[src/ising_cfg_pkg.sv]
package ising_cfg_pkg;

    // spin vector width from the analog macro
    localparam int NUM_SPIN = 32;

    // number of transmit lanes behind the dispatcher
    localparam int NUM_LANE = 4;

    // deepest synchronizer setting
    localparam int SYNC_DEPTH = 4;

    // width of the depth select
    localparam int PIPE_NUM_W = $clog2(SYNC_DEPTH);

    // one spin vector
    typedef logic [NUM_SPIN-1:0] spin_t;

    // selected synchronizer depth minus one
    typedef logic [PIPE_NUM_W-1:0] pipe_num_t;

endpackage
[src/ising_tx_pkg.sv]
package ising_tx_pkg;

    // bits needed to number a lane
    localparam int LANE_IDX_W = $clog2(ising_cfg_pkg::NUM_LANE);

    typedef logic [LANE_IDX_W-1:0] lane_idx_t;

    // one bit per lane
    typedef logic [ising_cfg_pkg::NUM_LANE-1:0] lane_mask_t;

    // collector FSM
    typedef enum logic {
        COLL_IDLE = 1'b0,
        COLL_SEND = 1'b1
    } coll_state_e;

endpackage

[src/spin_lane_if.sv]
interface spin_lane_if;
    import ising_cfg_pkg::*;

    // valid is a level, held until ready is seen
    logic  valid;
    logic  ready;
    spin_t spins;
    logic  idle;

    modport lane (
        output valid,
        output spins,
        output idle,
        input  ready
    );

    modport collector (
        input  valid,
        input  spins,
        input  idle,
        output ready
    );

endinterface

[src/analog_tx_top.sv]
module analog_tx_top (
    input  logic                      clk_i,
    input  logic                      rst_i,
    input  logic                      en_i,
    input  logic                      cfg_we_i,
    input  ising_cfg_pkg::pipe_num_t  cfg_pipe_num_i,
    input  ising_cfg_pkg::spin_t      spin_i,
    input  logic                      cmpt_finish_i,
    output logic                      out_valid_o,
    input  logic                      out_ready_i,
    output ising_cfg_pkg::spin_t      out_spin_o,
    output ising_tx_pkg::lane_idx_t   out_lane_o,
    output logic                      idle_o
);
    import ising_cfg_pkg::*;
    import ising_tx_pkg::*;

    lane_mask_t lane_finish;

    // one bundle per lane
    spin_lane_if lane_if [NUM_LANE] ();

    cmpt_dispatch u_dispatch (
        .clk_i         (clk_i),
        .rst_i         (rst_i),
        .en_i          (en_i),
        .finish_i      (cmpt_finish_i),
        .lane_finish_o (lane_finish)
    );

    // spins and config are shared, finish is per lane
    for (genvar g = 0; g < NUM_LANE; g++) begin : g_tx
        analog_tx u_tx (
            .clk_i          (clk_i),
            .rst_i          (rst_i),
            .en_i           (en_i),
            .cfg_we_i       (cfg_we_i),
            .finish_i       (lane_finish[g]),
            .cfg_pipe_num_i (cfg_pipe_num_i),
            .spin_i         (spin_i),
            .lane           (lane_if[g])
        );
    end

    spin_collector u_collector (
        .clk_i       (clk_i),
        .rst_i       (rst_i),
        .en_i        (en_i),
        .lanes       (lane_if),
        .out_valid_o (out_valid_o),
        .out_ready_i (out_ready_i),
        .out_spin_o  (out_spin_o),
        .out_lane_o  (out_lane_o),
        .idle_o      (idle_o)
    );

endmodule

[src/spin_collector.sv]
module spin_collector (
    input  logic                      clk_i,
    input  logic                      rst_i,
    input  logic                      en_i,
    spin_lane_if.collector            lanes [ising_cfg_pkg::NUM_LANE],
    output logic                      out_valid_o,
    input  logic                      out_ready_i,
    output ising_cfg_pkg::spin_t      out_spin_o,
    output ising_tx_pkg::lane_idx_t   out_lane_o,
    output logic                      idle_o
);
    import ising_cfg_pkg::*;
    import ising_tx_pkg::*;

    coll_state_e state_q;
    lane_idx_t   ptr_q;
    lane_mask_t  lane_valid;
    lane_mask_t  lane_idle;
    lane_mask_t  ready_mask;
    spin_t       lane_spin [NUM_LANE];
    lane_idx_t   grant_idx;
    logic        grant_found;
    logic        take;
    spin_t       out_spin_q;
    lane_idx_t   out_lane_q;

    // flatten the interface array
    for (genvar g = 0; g < NUM_LANE; g++) begin : g_lane
        assign lane_valid[g] = lanes[g].valid;
        assign lane_idle[g]  = lanes[g].idle;
        assign lane_spin[g]  = lanes[g].spins;
        assign lanes[g].ready = ready_mask[g];
    end

    // first valid lane at or after the pointer
    always_comb begin
        lane_idx_t cand;
        grant_idx   = ptr_q;
        grant_found = 1'b0;
        // walk backwards so the nearest lane is chosen last
        for (int i = NUM_LANE - 1; i >= 0; i--) begin
            cand = ptr_q + lane_idx_t'(i);
            if (lane_valid[cand]) begin
                grant_idx   = cand;
                grant_found = 1'b1;
            end
        end
    end

    assign take       = (state_q == COLL_IDLE) & en_i & grant_found;
    assign ready_mask = take ? (lane_mask_t'(1) << grant_idx) : '0;

    always_ff @(posedge clk_i) begin
        if (rst_i || !en_i) begin
            state_q <= COLL_IDLE;
            ptr_q   <= '0;
        end else begin
            case (state_q)
                COLL_IDLE: begin
                    if (take) begin
                        state_q <= COLL_SEND;
                    end
                end
                COLL_SEND: begin
                    if (out_ready_i) begin
                        state_q <= COLL_IDLE;
                        ptr_q   <= out_lane_q + lane_idx_t'(1);
                    end
                end
                default: state_q <= COLL_IDLE;
            endcase
        end
    end

    // output payload held through back-pressure
    always_ff @(posedge clk_i) begin
        if (take) begin
            out_spin_q <= lane_spin[grant_idx];
            out_lane_q <= grant_idx;
        end
    end

    assign out_valid_o = (state_q == COLL_SEND);
    assign out_spin_o  = out_spin_q;
    assign out_lane_o  = out_lane_q;
    assign idle_o      = (state_q == COLL_IDLE) & (&lane_idle);

endmodule

[src/cmpt_dispatch.sv]
module cmpt_dispatch (
    input  logic                      clk_i,
    input  logic                      rst_i,
    input  logic                      en_i,
    input  logic                      finish_i,
    output ising_tx_pkg::lane_mask_t  lane_finish_o
);
    import ising_cfg_pkg::*;
    import ising_tx_pkg::*;

    lane_idx_t ptr_q;
    logic      fire;

    assign fire = finish_i & en_i;

    // one-hot pulse to the lane under the pointer, same cycle
    assign lane_finish_o = fire ? (lane_mask_t'(1) << ptr_q) : '0;

    always_ff @(posedge clk_i) begin
        if (rst_i || !en_i) begin
            ptr_q <= '0;
        end else if (fire) begin
            if (ptr_q == lane_idx_t'(NUM_LANE - 1)) begin
                ptr_q <= '0;
            end else begin
                ptr_q <= ptr_q + lane_idx_t'(1);
            end
        end
    end

endmodule

[src/analog_tx.sv]
module analog_tx (
    input  logic                      clk_i,
    input  logic                      rst_i,
    input  logic                      en_i,
    input  logic                      cfg_we_i,
    input  logic                      finish_i,
    input  ising_cfg_pkg::pipe_num_t  cfg_pipe_num_i,
    input  ising_cfg_pkg::spin_t      spin_i,
    spin_lane_if.lane                 lane
);
    import ising_cfg_pkg::*;

    pipe_num_t pipe_num_q;
    logic      sync_valid;
    spin_t     sync_spin;
    logic      valid_q;
    spin_t     spin_q;
    logic      handshake;
    logic      set_valid;

    // depth register, deepest setting out of reset
    always_ff @(posedge clk_i) begin
        if (rst_i) begin
            pipe_num_q <= '1;
        end else if (cfg_we_i && en_i) begin
            pipe_num_q <= cfg_pipe_num_i;
        end
    end

    spin_sync u_spin_sync (
        .clk_i      (clk_i),
        .rst_i      (rst_i),
        .en_i       (en_i),
        .finish_i   (finish_i),
        .pipe_num_i (pipe_num_q),
        .spin_i     (spin_i),
        .valid_o    (sync_valid),
        .spin_o     (sync_spin)
    );

    assign handshake = valid_q & lane.ready;
    assign set_valid = sync_valid & en_i;

    // a fresh result wins over the handshake clear
    always_ff @(posedge clk_i) begin
        if (rst_i) begin
            valid_q <= 1'b0;
        end else if (set_valid) begin
            valid_q <= 1'b1;
        end else if (!en_i || handshake) begin
            valid_q <= 1'b0;
        end
    end

    // newer spins overwrite a held result
    always_ff @(posedge clk_i) begin
        if (set_valid) begin
            spin_q <= sync_spin;
        end
    end

    assign lane.valid = valid_q;
    assign lane.spins = spin_q;
    assign lane.idle  = ~valid_q;

endmodule

[src/spin_sync.sv]
module spin_sync (
    input  logic                      clk_i,
    input  logic                      rst_i,
    input  logic                      en_i,
    input  logic                      finish_i,
    input  ising_cfg_pkg::pipe_num_t  pipe_num_i,
    input  ising_cfg_pkg::spin_t      spin_i,
    output logic                      valid_o,
    output ising_cfg_pkg::spin_t      spin_o
);
    import ising_cfg_pkg::*;

    // capture stage, loaded at the finish edge
    logic  cap_vld_q;
    spin_t cap_spin_q;

    // synchronizer chain
    logic [SYNC_DEPTH-1:0] vld_q;
    spin_t                 spin_q [SYNC_DEPTH];

    always_ff @(posedge clk_i) begin
        if (rst_i || !en_i) begin
            cap_vld_q <= 1'b0;
            vld_q     <= '0;
        end else begin
            cap_vld_q <= finish_i;
            vld_q     <= {vld_q[SYNC_DEPTH-2:0], cap_vld_q};
        end
    end

    // data shifts every cycle alongside its valid bit
    always_ff @(posedge clk_i) begin
        if (finish_i) begin
            cap_spin_q <= spin_i;
        end
        spin_q[0] <= cap_spin_q;
        for (int k = 1; k < SYNC_DEPTH; k++) begin
            spin_q[k] <= spin_q[k-1];
        end
    end

    // tap at the selected depth
    assign valid_o = vld_q[pipe_num_i];
    assign spin_o  = spin_q[pipe_num_i];

endmodule

[config.mk]
export PLATFORM = sky130hd
export DESIGN_NAME = analog_tx_top
export DESIGN_NICKNAME = d
export VERILOG_FILES = /design/src/ising_cfg_pkg.sv /design/src/ising_tx_pkg.sv /design/src/spin_lane_if.sv /design/src/analog_tx_top.sv /design/src/spin_collector.sv /design/src/cmpt_dispatch.sv /design/src/analog_tx.sv /design/src/spin_sync.sv
export SDC_FILE = /design/constraint.sdc
export NUM_CORES = 1
export LEC_CHECK = 0
export ABC_AREA = 1
export BUFFER_PORTS_ARGS = -buffer_cell sky130_fd_sc_hd__clkbuf_2
export CORE_ASPECT_RATIO = 1.1
export CORE_UTILIZATION = 53
export DETAILED_ROUTE_END_ITERATION = 8
export PLACE_DENSITY = 0.72
export SYNTH_ARGS = -nofsm -noshare
export SYNTH_HDL_FRONTEND = slang
export SYNTH_SLANG_ARGS = --single-unit
[constraint.sdc]
create_clock -name clk_i -period 7.5 [get_ports clk_i]
set_input_delay 0.375 -clock clk_i [delete_from_list [all_inputs] [get_ports clk_i]]
set_output_delay 0.375 -clock clk_i [all_outputs]
set_load 0.01 [all_outputs]
* Yosys cells after proc, flatten, opt, wreduce, memory -nomap -nowiden *
Memory sizes are Yosys's and may differ from the RTL's. A register that Yosys moved wholly into a read port is not among the register bits.
Cells that the tools add are included.

cells by class
  shift-type cells = 2
  equal/unequal tests = 1
  reductions and logical operators = 13
  bitwise operators = 18
  mux-type cells = 41
  $lt $le $gt $ge = 6
  add/subtract/negate cells = 5

operator list
  kind                 number
  $bmux 32 s2          1
  $mux 32              2
  $mux 1               22
  $bmux 1 s2           8
  $lt 2x3->1 const B   5
  $and 1x1->1          12
  $mux 2               5
  $mux 4               2
  $reduce_bool 2->1    4
  $shl 1x2->4 const A  2
  $add 2x1->2 const B  3
  $logic_or 1x1->1     5
  $not 1->1            5
  $add 2x2->2 const B  2
  $reduce_and 4->1     1
  $ge 3x3->1 const B   1
  $not 2->3            1
  $eq 2x2->1 const B   1
  $pmux 1 s2           1
  $reduce_and 2->1     1
  $logic_and 1x1->1    1
  $logic_not 1->1      1

word-level totals
  memories = 4
  word-level logic and storage cells = 112
  bits of input ports = 40
  output and inout bits = 36
  flip-flop bits (word level) = 193
  RAM bits = 512

memories
  memory                           words  bits a word  read ports  clocked after memory_dff  wr ports  RTL line         RTL
  g_tx[0].u_tx.u_spin_sync.spin_q  4      32           4           1                         4         spin_sync.sv:19  spin_t spin_q [SYNC_DEPTH];
  g_tx[1].u_tx.u_spin_sync.spin_q  4      32           4           1                         4         spin_sync.sv:19
  g_tx[2].u_tx.u_spin_sync.spin_q  4      32           4           1                         4         spin_sync.sv:19
  g_tx[3].u_tx.u_spin_sync.spin_q  4      32           4           1                         4         spin_sync.sv:19

* Depth between registers and ports, before layout *
  depth in word-level cells = 13
  depth in mapped cells = 16
  depth with buffers taken out = 14

* By module *
Synthesis repeated with hierarchy kept, for this count alone.

unflattened totals
  cells, all modules = 2938
  area, all modules = 28597.4 um^2

by module, submodules not included
  module          sequential area each (um^2)  area an instance (um^2)  cells each  instances
  spin_sync       3623.5                       5218.8                   560         4
  analog_tx       1021.0                       1093.5                   51          4
  spin_collector  1081.0                       3169.3                   465         1
  cmpt_dispatch   40.0                         178.9                    29          1

* Worst setup path before layout *
OpenSTA, ideal clock, no wires.

  path kind = input to register
  from = in en_i
  to = reg g_tx[2].u_tx.valid_q
  data required time = 7.370 ns
  setup time = 0.130 ns
  cell stages on the path = 6
  arrival time = 3.684 ns
  buffers on the path = 1
  setup slack = 3.686 ns
  cell sequence = clkbuf_1 -> inv_1 -> nor3_1 -> nand4_1 -> nand2_1 -> a21oi_1

between the ends
  longest elaborated chain between the ends = 6
  elaborated cells between the ends (all ways) = 9
  those cells by class = mux: 2; bitwise: 4; reduce/logical: 3

RTL lines
  element                      RTL line              RTL
  start: declaration           analog_tx_top.sv:4    input logic en_i,
  $and 1x1->1 (2 in a row)     spin_collector.sv:50  assign take = (state_q == COLL_IDLE) & en_i & grant_found;
  net u_collector.take         spin_collector.sv:23  logic take;
  $mux 4                       spin_collector.sv:51  assign ready_mask = take ? (lane_mask_t'(1) << grant_idx) : '0;
  $and 1x1->1                  analog_tx.sv:41       assign handshake = valid_q & lane.ready;
  $logic_or 1x1->1             analog_tx.sv:50       end else if (!en_i || handshake) begin
  $reduce_bool 2->1 (no line)  -
  end signal: assignment       analog_tx.sv:47       valid_q <= 1'b0;
  end signal: assignment       analog_tx.sv:49       valid_q <= 1'b1;
  end signal: assignment       analog_tx.sv:51       valid_q <= 1'b0;
  end: declaration             analog_tx.sv:16       logic valid_q;

The timed path passes the listed nets, and every way through them passes these cells.
A chain may end at the register's enable or synchronous reset.

* Final worst setup path *
  from = reg u_collector.ptr_q[0]
  to = reg u_collector.out_spin_q[24], in the netlist u_collector.out_spin_o[24] (data pin)

between the ends
  longest elaborated chain between the ends = 11
  elaborated cells between the ends (all ways) = 19
  those cells by class = add/sub: 3; mux: 15; bitwise: 1

RTL lines
  element                                       RTL line              RTL
  start: declaration                            spin_collector.sv:16  lane_idx_t ptr_q;
  start signal: assignment                      spin_collector.sv:67  ptr_q <= out_lane_q + lane_idx_t'(1);
  $add 2x2->2                                   spin_collector.sv:42  cand = ptr_q + lane_idx_t'(i);
  $bmux 1 s2                                    spin_collector.sv:43  if (lane_valid[cand]) begin
  $mux 1 (implied by the code)                  spin_collector.sv:43
  $mux 2 (3 in a row)                           spin_collector.sv:43
  $mux 2 *                                      spin_collector.sv:43
  $not 2->3 (implied by the code) *             spin_collector.sv:78  out_spin_q <= lane_spin[grant_idx];
  $bmux 32 s2 *                                 spin_collector.sv:78
  $mux 32 (implied by the code) * (2 in a row)  spin_collector.sv:78
  end signal: assignment                        spin_collector.sv:78
  end: declaration                              spin_collector.sv:24  spin_t out_spin_q;

Every way passes the cells marked *; elsewhere a longest branch is shown, timed or not. The select of a mux whose other input is x is not followed.

==> run summary <==
The worst relative slew slack came out at 0.162. In this run, post-CTS repair resized a total of 0 instances. The top cell types in the final layout, fill and taps aside, are sky130_fd_sc_hd__dfxtp_1, sky130_fd_sc_hd__nor2_1, sky130_fd_sc_hd__edfxtp_1.

The minimum period implied by the final worst setup slack was 3.54 ns; the sequential group share of total power was 0.529. Fill cell total of the finished layout: 3,501. The share of the clock period used by the worst path is 0.471, and the end-of-flow core utilization is 0.612.

STA classifies the critical path endpoint as a flip-flop. For the total of warnings raised by yosys, the log shows 0. The logs give 9.14 mW for the power after layout and 0 for the number of antenna violations at the first check in global routing. The number of vias after detailed routing came out at 14,500. The initial core utilization is 0.537, and the number of nets in the layout is 2,091. TritonCTS built the clock tree.

After routing, the total negative slack on setup checks comes to 0 ns. The clock latency on the worst-skew pair is 0.59 ns, and the net count after synthesis is 2,024. Wires add up to 49,400 um. The worst register-to-register path has a depth of 14.

The tools report the iteration-0 DRC count of the detailed router as 1,101. The routed wirelength normalized by instance count was 18.3 um; the final clock skew was 0.0175 ns. Total congestion overflow: 0. Power spread over the standard cell area amounts to 319 mW/mm^2. The most common cell after layout, fill and taps aside was sky130_fd_sc_hd__dfxtp_1. The run gives 0.824 as the routability-driven placement congestion ratio. IR analysis of the VDD net gives a maximum drop of 158 uV. Relative to the synthesized area, the layout overhead comes to 13.9%. The repair_antennas step left the layout with diodes totalling 0. The tools report the relative contribution of combinational cells to total power as 0.042.

Summed over all cells, the static leakage comes to 10.9 nW. Data on the critical path arrives at its endpoint at 4.00 ns. Detailed placement finished with a half-perimeter wire length of 25,300 um. The number of placed I/O pins is 76. Setup repair after global routing left no endpoint under its margin. The logs give 0 for the number of pins exceeding their max-slew limit in the final report and 0 for the number of maximum-capacitance violations. The mean number of vias per cell was 5.36.

Entering global routing, the biggest net connects 217 pins. The area of the core is 0.0467 mm^2. The worst setup path is launched from a flip-flop. Synthesis handed over a netlist of 1,980 instances. For the count of H-tree levels built during CTS, the log shows 3.

In this run the deepest clock path goes through 3 buffers. The share of post-route cells with drive strength above 1 was 0.129. The placed instances occupy a cell area of 0.0260 mm^2. Switching power share of the total: 0.205.

The total global routing track utilization came out at 0.208. The logs give 30 for the count of unique library cells instantiated by Yosys and 0.429 for the clock network fraction of total power. Clock tree synthesis found a total of 833 sinks. Actual transition at the worst max-transition pin: 1.26 ns. Timing-limited maximum frequency: 283 MHz. The die covers 0.0483 mm^2. The run gives 74 as the number of buffers added by the clock tree synthesis step. The tools report the post-synthesis instance area as 0.0251 mm^2. The count of endpoints failing hold in the final timing report is 0. The min-delay analysis places its worst path in the category input pin to flip-flop. The tools report the library cell used as clock root buffer as sky130_fd_sc_hd__clkbuf_16. The post-route antenna net violation count was 0. The via count of the first global-routing pass came out at 14,500. The initialized floorplan defines 83 standard-cell rows. Final setup violation count: 0. The part of the Yosys area used for sequential elements was 0.780; the die extent in y was 230 um. Cell internal power was estimated by the tool at 7.26 mW. After synthesis the netlist holds a flip-flop and latch count of 833. The post-route DRC violation count is 0, and the width of the die is 210 um.

The run finished with clean final reports. The peak fanout along the critical path is 69, and the clock transition time at the flip-flop clock pins of the worst setup and hold paths is 0.06 ns. The post-route cell area was 0.0286 mm^2. The first detailed-routing pass ran for 5 iterations.

Buffers placed on the I/O ports in this run total 75. The number of stages on the worst hold path came out at 1. By startpoint and endpoint, the worst setup path is classified as flip-flop to flip-flop. Average instance area after synthesis: 12.7 um^2. The global-route wire length before repair was 77,600 um. The run gives 7.96 ns as the critical path data required time. For this design the total switching power over the nets is 1.87 mW.
synth_stat cells:
library cell               instances  area (um^2)
sky130_fd_sc_hd__a21boi_4          1         18.8
sky130_fd_sc_hd__a21oi_1          30          150
sky130_fd_sc_hd__a21oi_2          20          175
sky130_fd_sc_hd__buf_1             5         18.8
sky130_fd_sc_hd__buf_2            10         50.1
sky130_fd_sc_hd__buf_4             5         37.5
sky130_fd_sc_hd__buf_6             8         90.1
sky130_fd_sc_hd__clkbuf_1         78          293
sky130_fd_sc_hd__clkinv_1          1         3.75
sky130_fd_sc_hd__dfxtp_1         543        10900
sky130_fd_sc_hd__edfxtp_1        290         8710
sky130_fd_sc_hd__ha_1              4         50.1
sky130_fd_sc_hd__inv_1           108          405
sky130_fd_sc_hd__inv_2             1         3.75
sky130_fd_sc_hd__inv_6             1         8.76
sky130_fd_sc_hd__nand2_1         104          390
sky130_fd_sc_hd__nand2_2           9         56.3
sky130_fd_sc_hd__nand2_4           1         11.3
sky130_fd_sc_hd__nand3_1           8         40.0
sky130_fd_sc_hd__nand3_2           1         10.0
sky130_fd_sc_hd__nand4_1           2         12.5
sky130_fd_sc_hd__nor2_1          313         1170
sky130_fd_sc_hd__nor2_4            1         11.3
sky130_fd_sc_hd__nor3_1            4         20.0
sky130_fd_sc_hd__nor4_1            1         6.26
sky130_fd_sc_hd__o211ai_1         18          135
sky130_fd_sc_hd__o211ai_2         17          213
sky130_fd_sc_hd__o21ai_0         265         1330
sky130_fd_sc_hd__o22ai_1         130          813
sky130_fd_sc_hd__xnor2_1           1         8.76
worst max-delay path, cell delays in order (launching register included):
cell,delay (ns)
sky130_fd_sc_hd__dfxtp_1,0.56
sky130_fd_sc_hd__inv_6,0.09
sky130_fd_sc_hd__nand2_1,0.12
sky130_fd_sc_hd__nand3_1,0.11
sky130_fd_sc_hd__nand2_1,0.10
sky130_fd_sc_hd__inv_1,0.04
sky130_fd_sc_hd__nand2_1,0.07
sky130_fd_sc_hd__nand2_2,0.07
sky130_fd_sc_hd__nand2_2,0.06
sky130_fd_sc_hd__nand2_2,0.08
sky130_fd_sc_hd__nand2_4,0.74
sky130_fd_sc_hd__nand2_2,0.84
sky130_fd_sc_hd__nor2_1,0.37
sky130_fd_sc_hd__a21oi_2,0.05
sky130_fd_sc_hd__nand2_1,0.08
kinds of logic (layout without fill, tap and decap cells):
kind of cell | count (synthesis) | in the layout | synth area share
adders and majority gates | 4 | 4 | 0.00199
AOI/OAI and AO/OA | 481 | 481 | 0.113
buffers and inverters | 217 | 344 | 0.0363
xor gates and xnor gates | 1 | 1 | 0.000349
and+or+nand+nor | 444 | 444 | 0.0690
DFF | 833 | 833 | 0.780
per-layer routing:
metal | track usage | vias up | routed length, um
met5 | 0 | - | 0
met4 | 0.0849 | 0 | 1430
met3 | 0.0317 | 103 | 2730
met2 | 0.366 | 405 | 24900
met1 | 0.256 | 7042 | 20300
li1 | - | 6934 | -
worst paths after layout:
kind | from | slack (ns) | end
setup reg to reg | u_collector.ptr_q[0]$_SDFFE_PP0P_ | 3.96 | u_collector.out_spin_o[24]$_DFFE_PN_
hold / removal | spin_i[3] | 0.02 | g_tx[1].u_tx.u_spin_sync.cap_spin_q[3]$_DFFE_PP_
hold reg to reg | g_tx[3].u_tx.u_spin_sync.cap_spin_q[0]$_DFFE_PP_ | 0.34 | g_tx[3].u_tx.u_spin_sync.spin_q[0][0]$_DFF_P_
setup / recovery | u_collector.ptr_q[0]$_SDFFE_PP0P_ | 3.96 | u_collector.out_spin_o[24]$_DFFE_PN_
state kept, by name, indices dropped and copies added, names as in the netlist, 4 cells and up:
signal,flops
g_tx.u_tx.u_spin_sync.spin_q,512
g_tx.u_tx.lane.valid,4
u_collector.out_spin_o,32
g_tx.u_tx.lane.spins,128
g_tx.u_tx.u_spin_sync.cap_vld_q,4
g_tx.u_tx.u_spin_sync.vld_q,16
g_tx.u_tx.u_spin_sync.cap_spin_q,128
power groups by stage:
stage,registers (mW),logic [mW],clock network [mW]
floorplan,4.91,0.267,0
global placement,4.93,0.372,0
detailed placement,4.93,0.384,0
CTS,4.83,0.390,3.99
global route,4.84,0.427,4.16
finish,4.83,0.387,3.92
what timing repair did:
item	4_1_cts	5_1_grt
setup buffers	0	0
endpoints found under the hold margin	28	0
hold buffers	7	0
through the flow:
| stage | std cells | hold slack, ns | setup WS [ns] |
|---|---|---|---|
| finish | 2702 | 0.0211 | 3.96 |
| global route | 2702 | 0.00989 | 3.60 |
| CTS | 2702 | 0.00266 | 4.04 |
| detailed placement | 2559 | 0.327 | 4.07 |
| global placement | 2559 | 0.323 | 4.27 |
| floorplan | 1980 | 0.323 | 3.69 |
layout make-up:
class / count / area [um^2] / area share
Timing Repair Buffer: 97 / 571 / 0.0200
Sequential cell: 833 / 19600 / 0.685
Clock buffer: 114 / 2260 / 0.0790
Multi-Input combinational cell: 930 / 4690 / 0.164
Inverter: 111 / 428 / 0.0150
Tap cell: 595 / 744 / 0.0260
Clock inverter: 22 / 318 / 0.0111
Note: power is estimated with default switching activity, not from simulation.
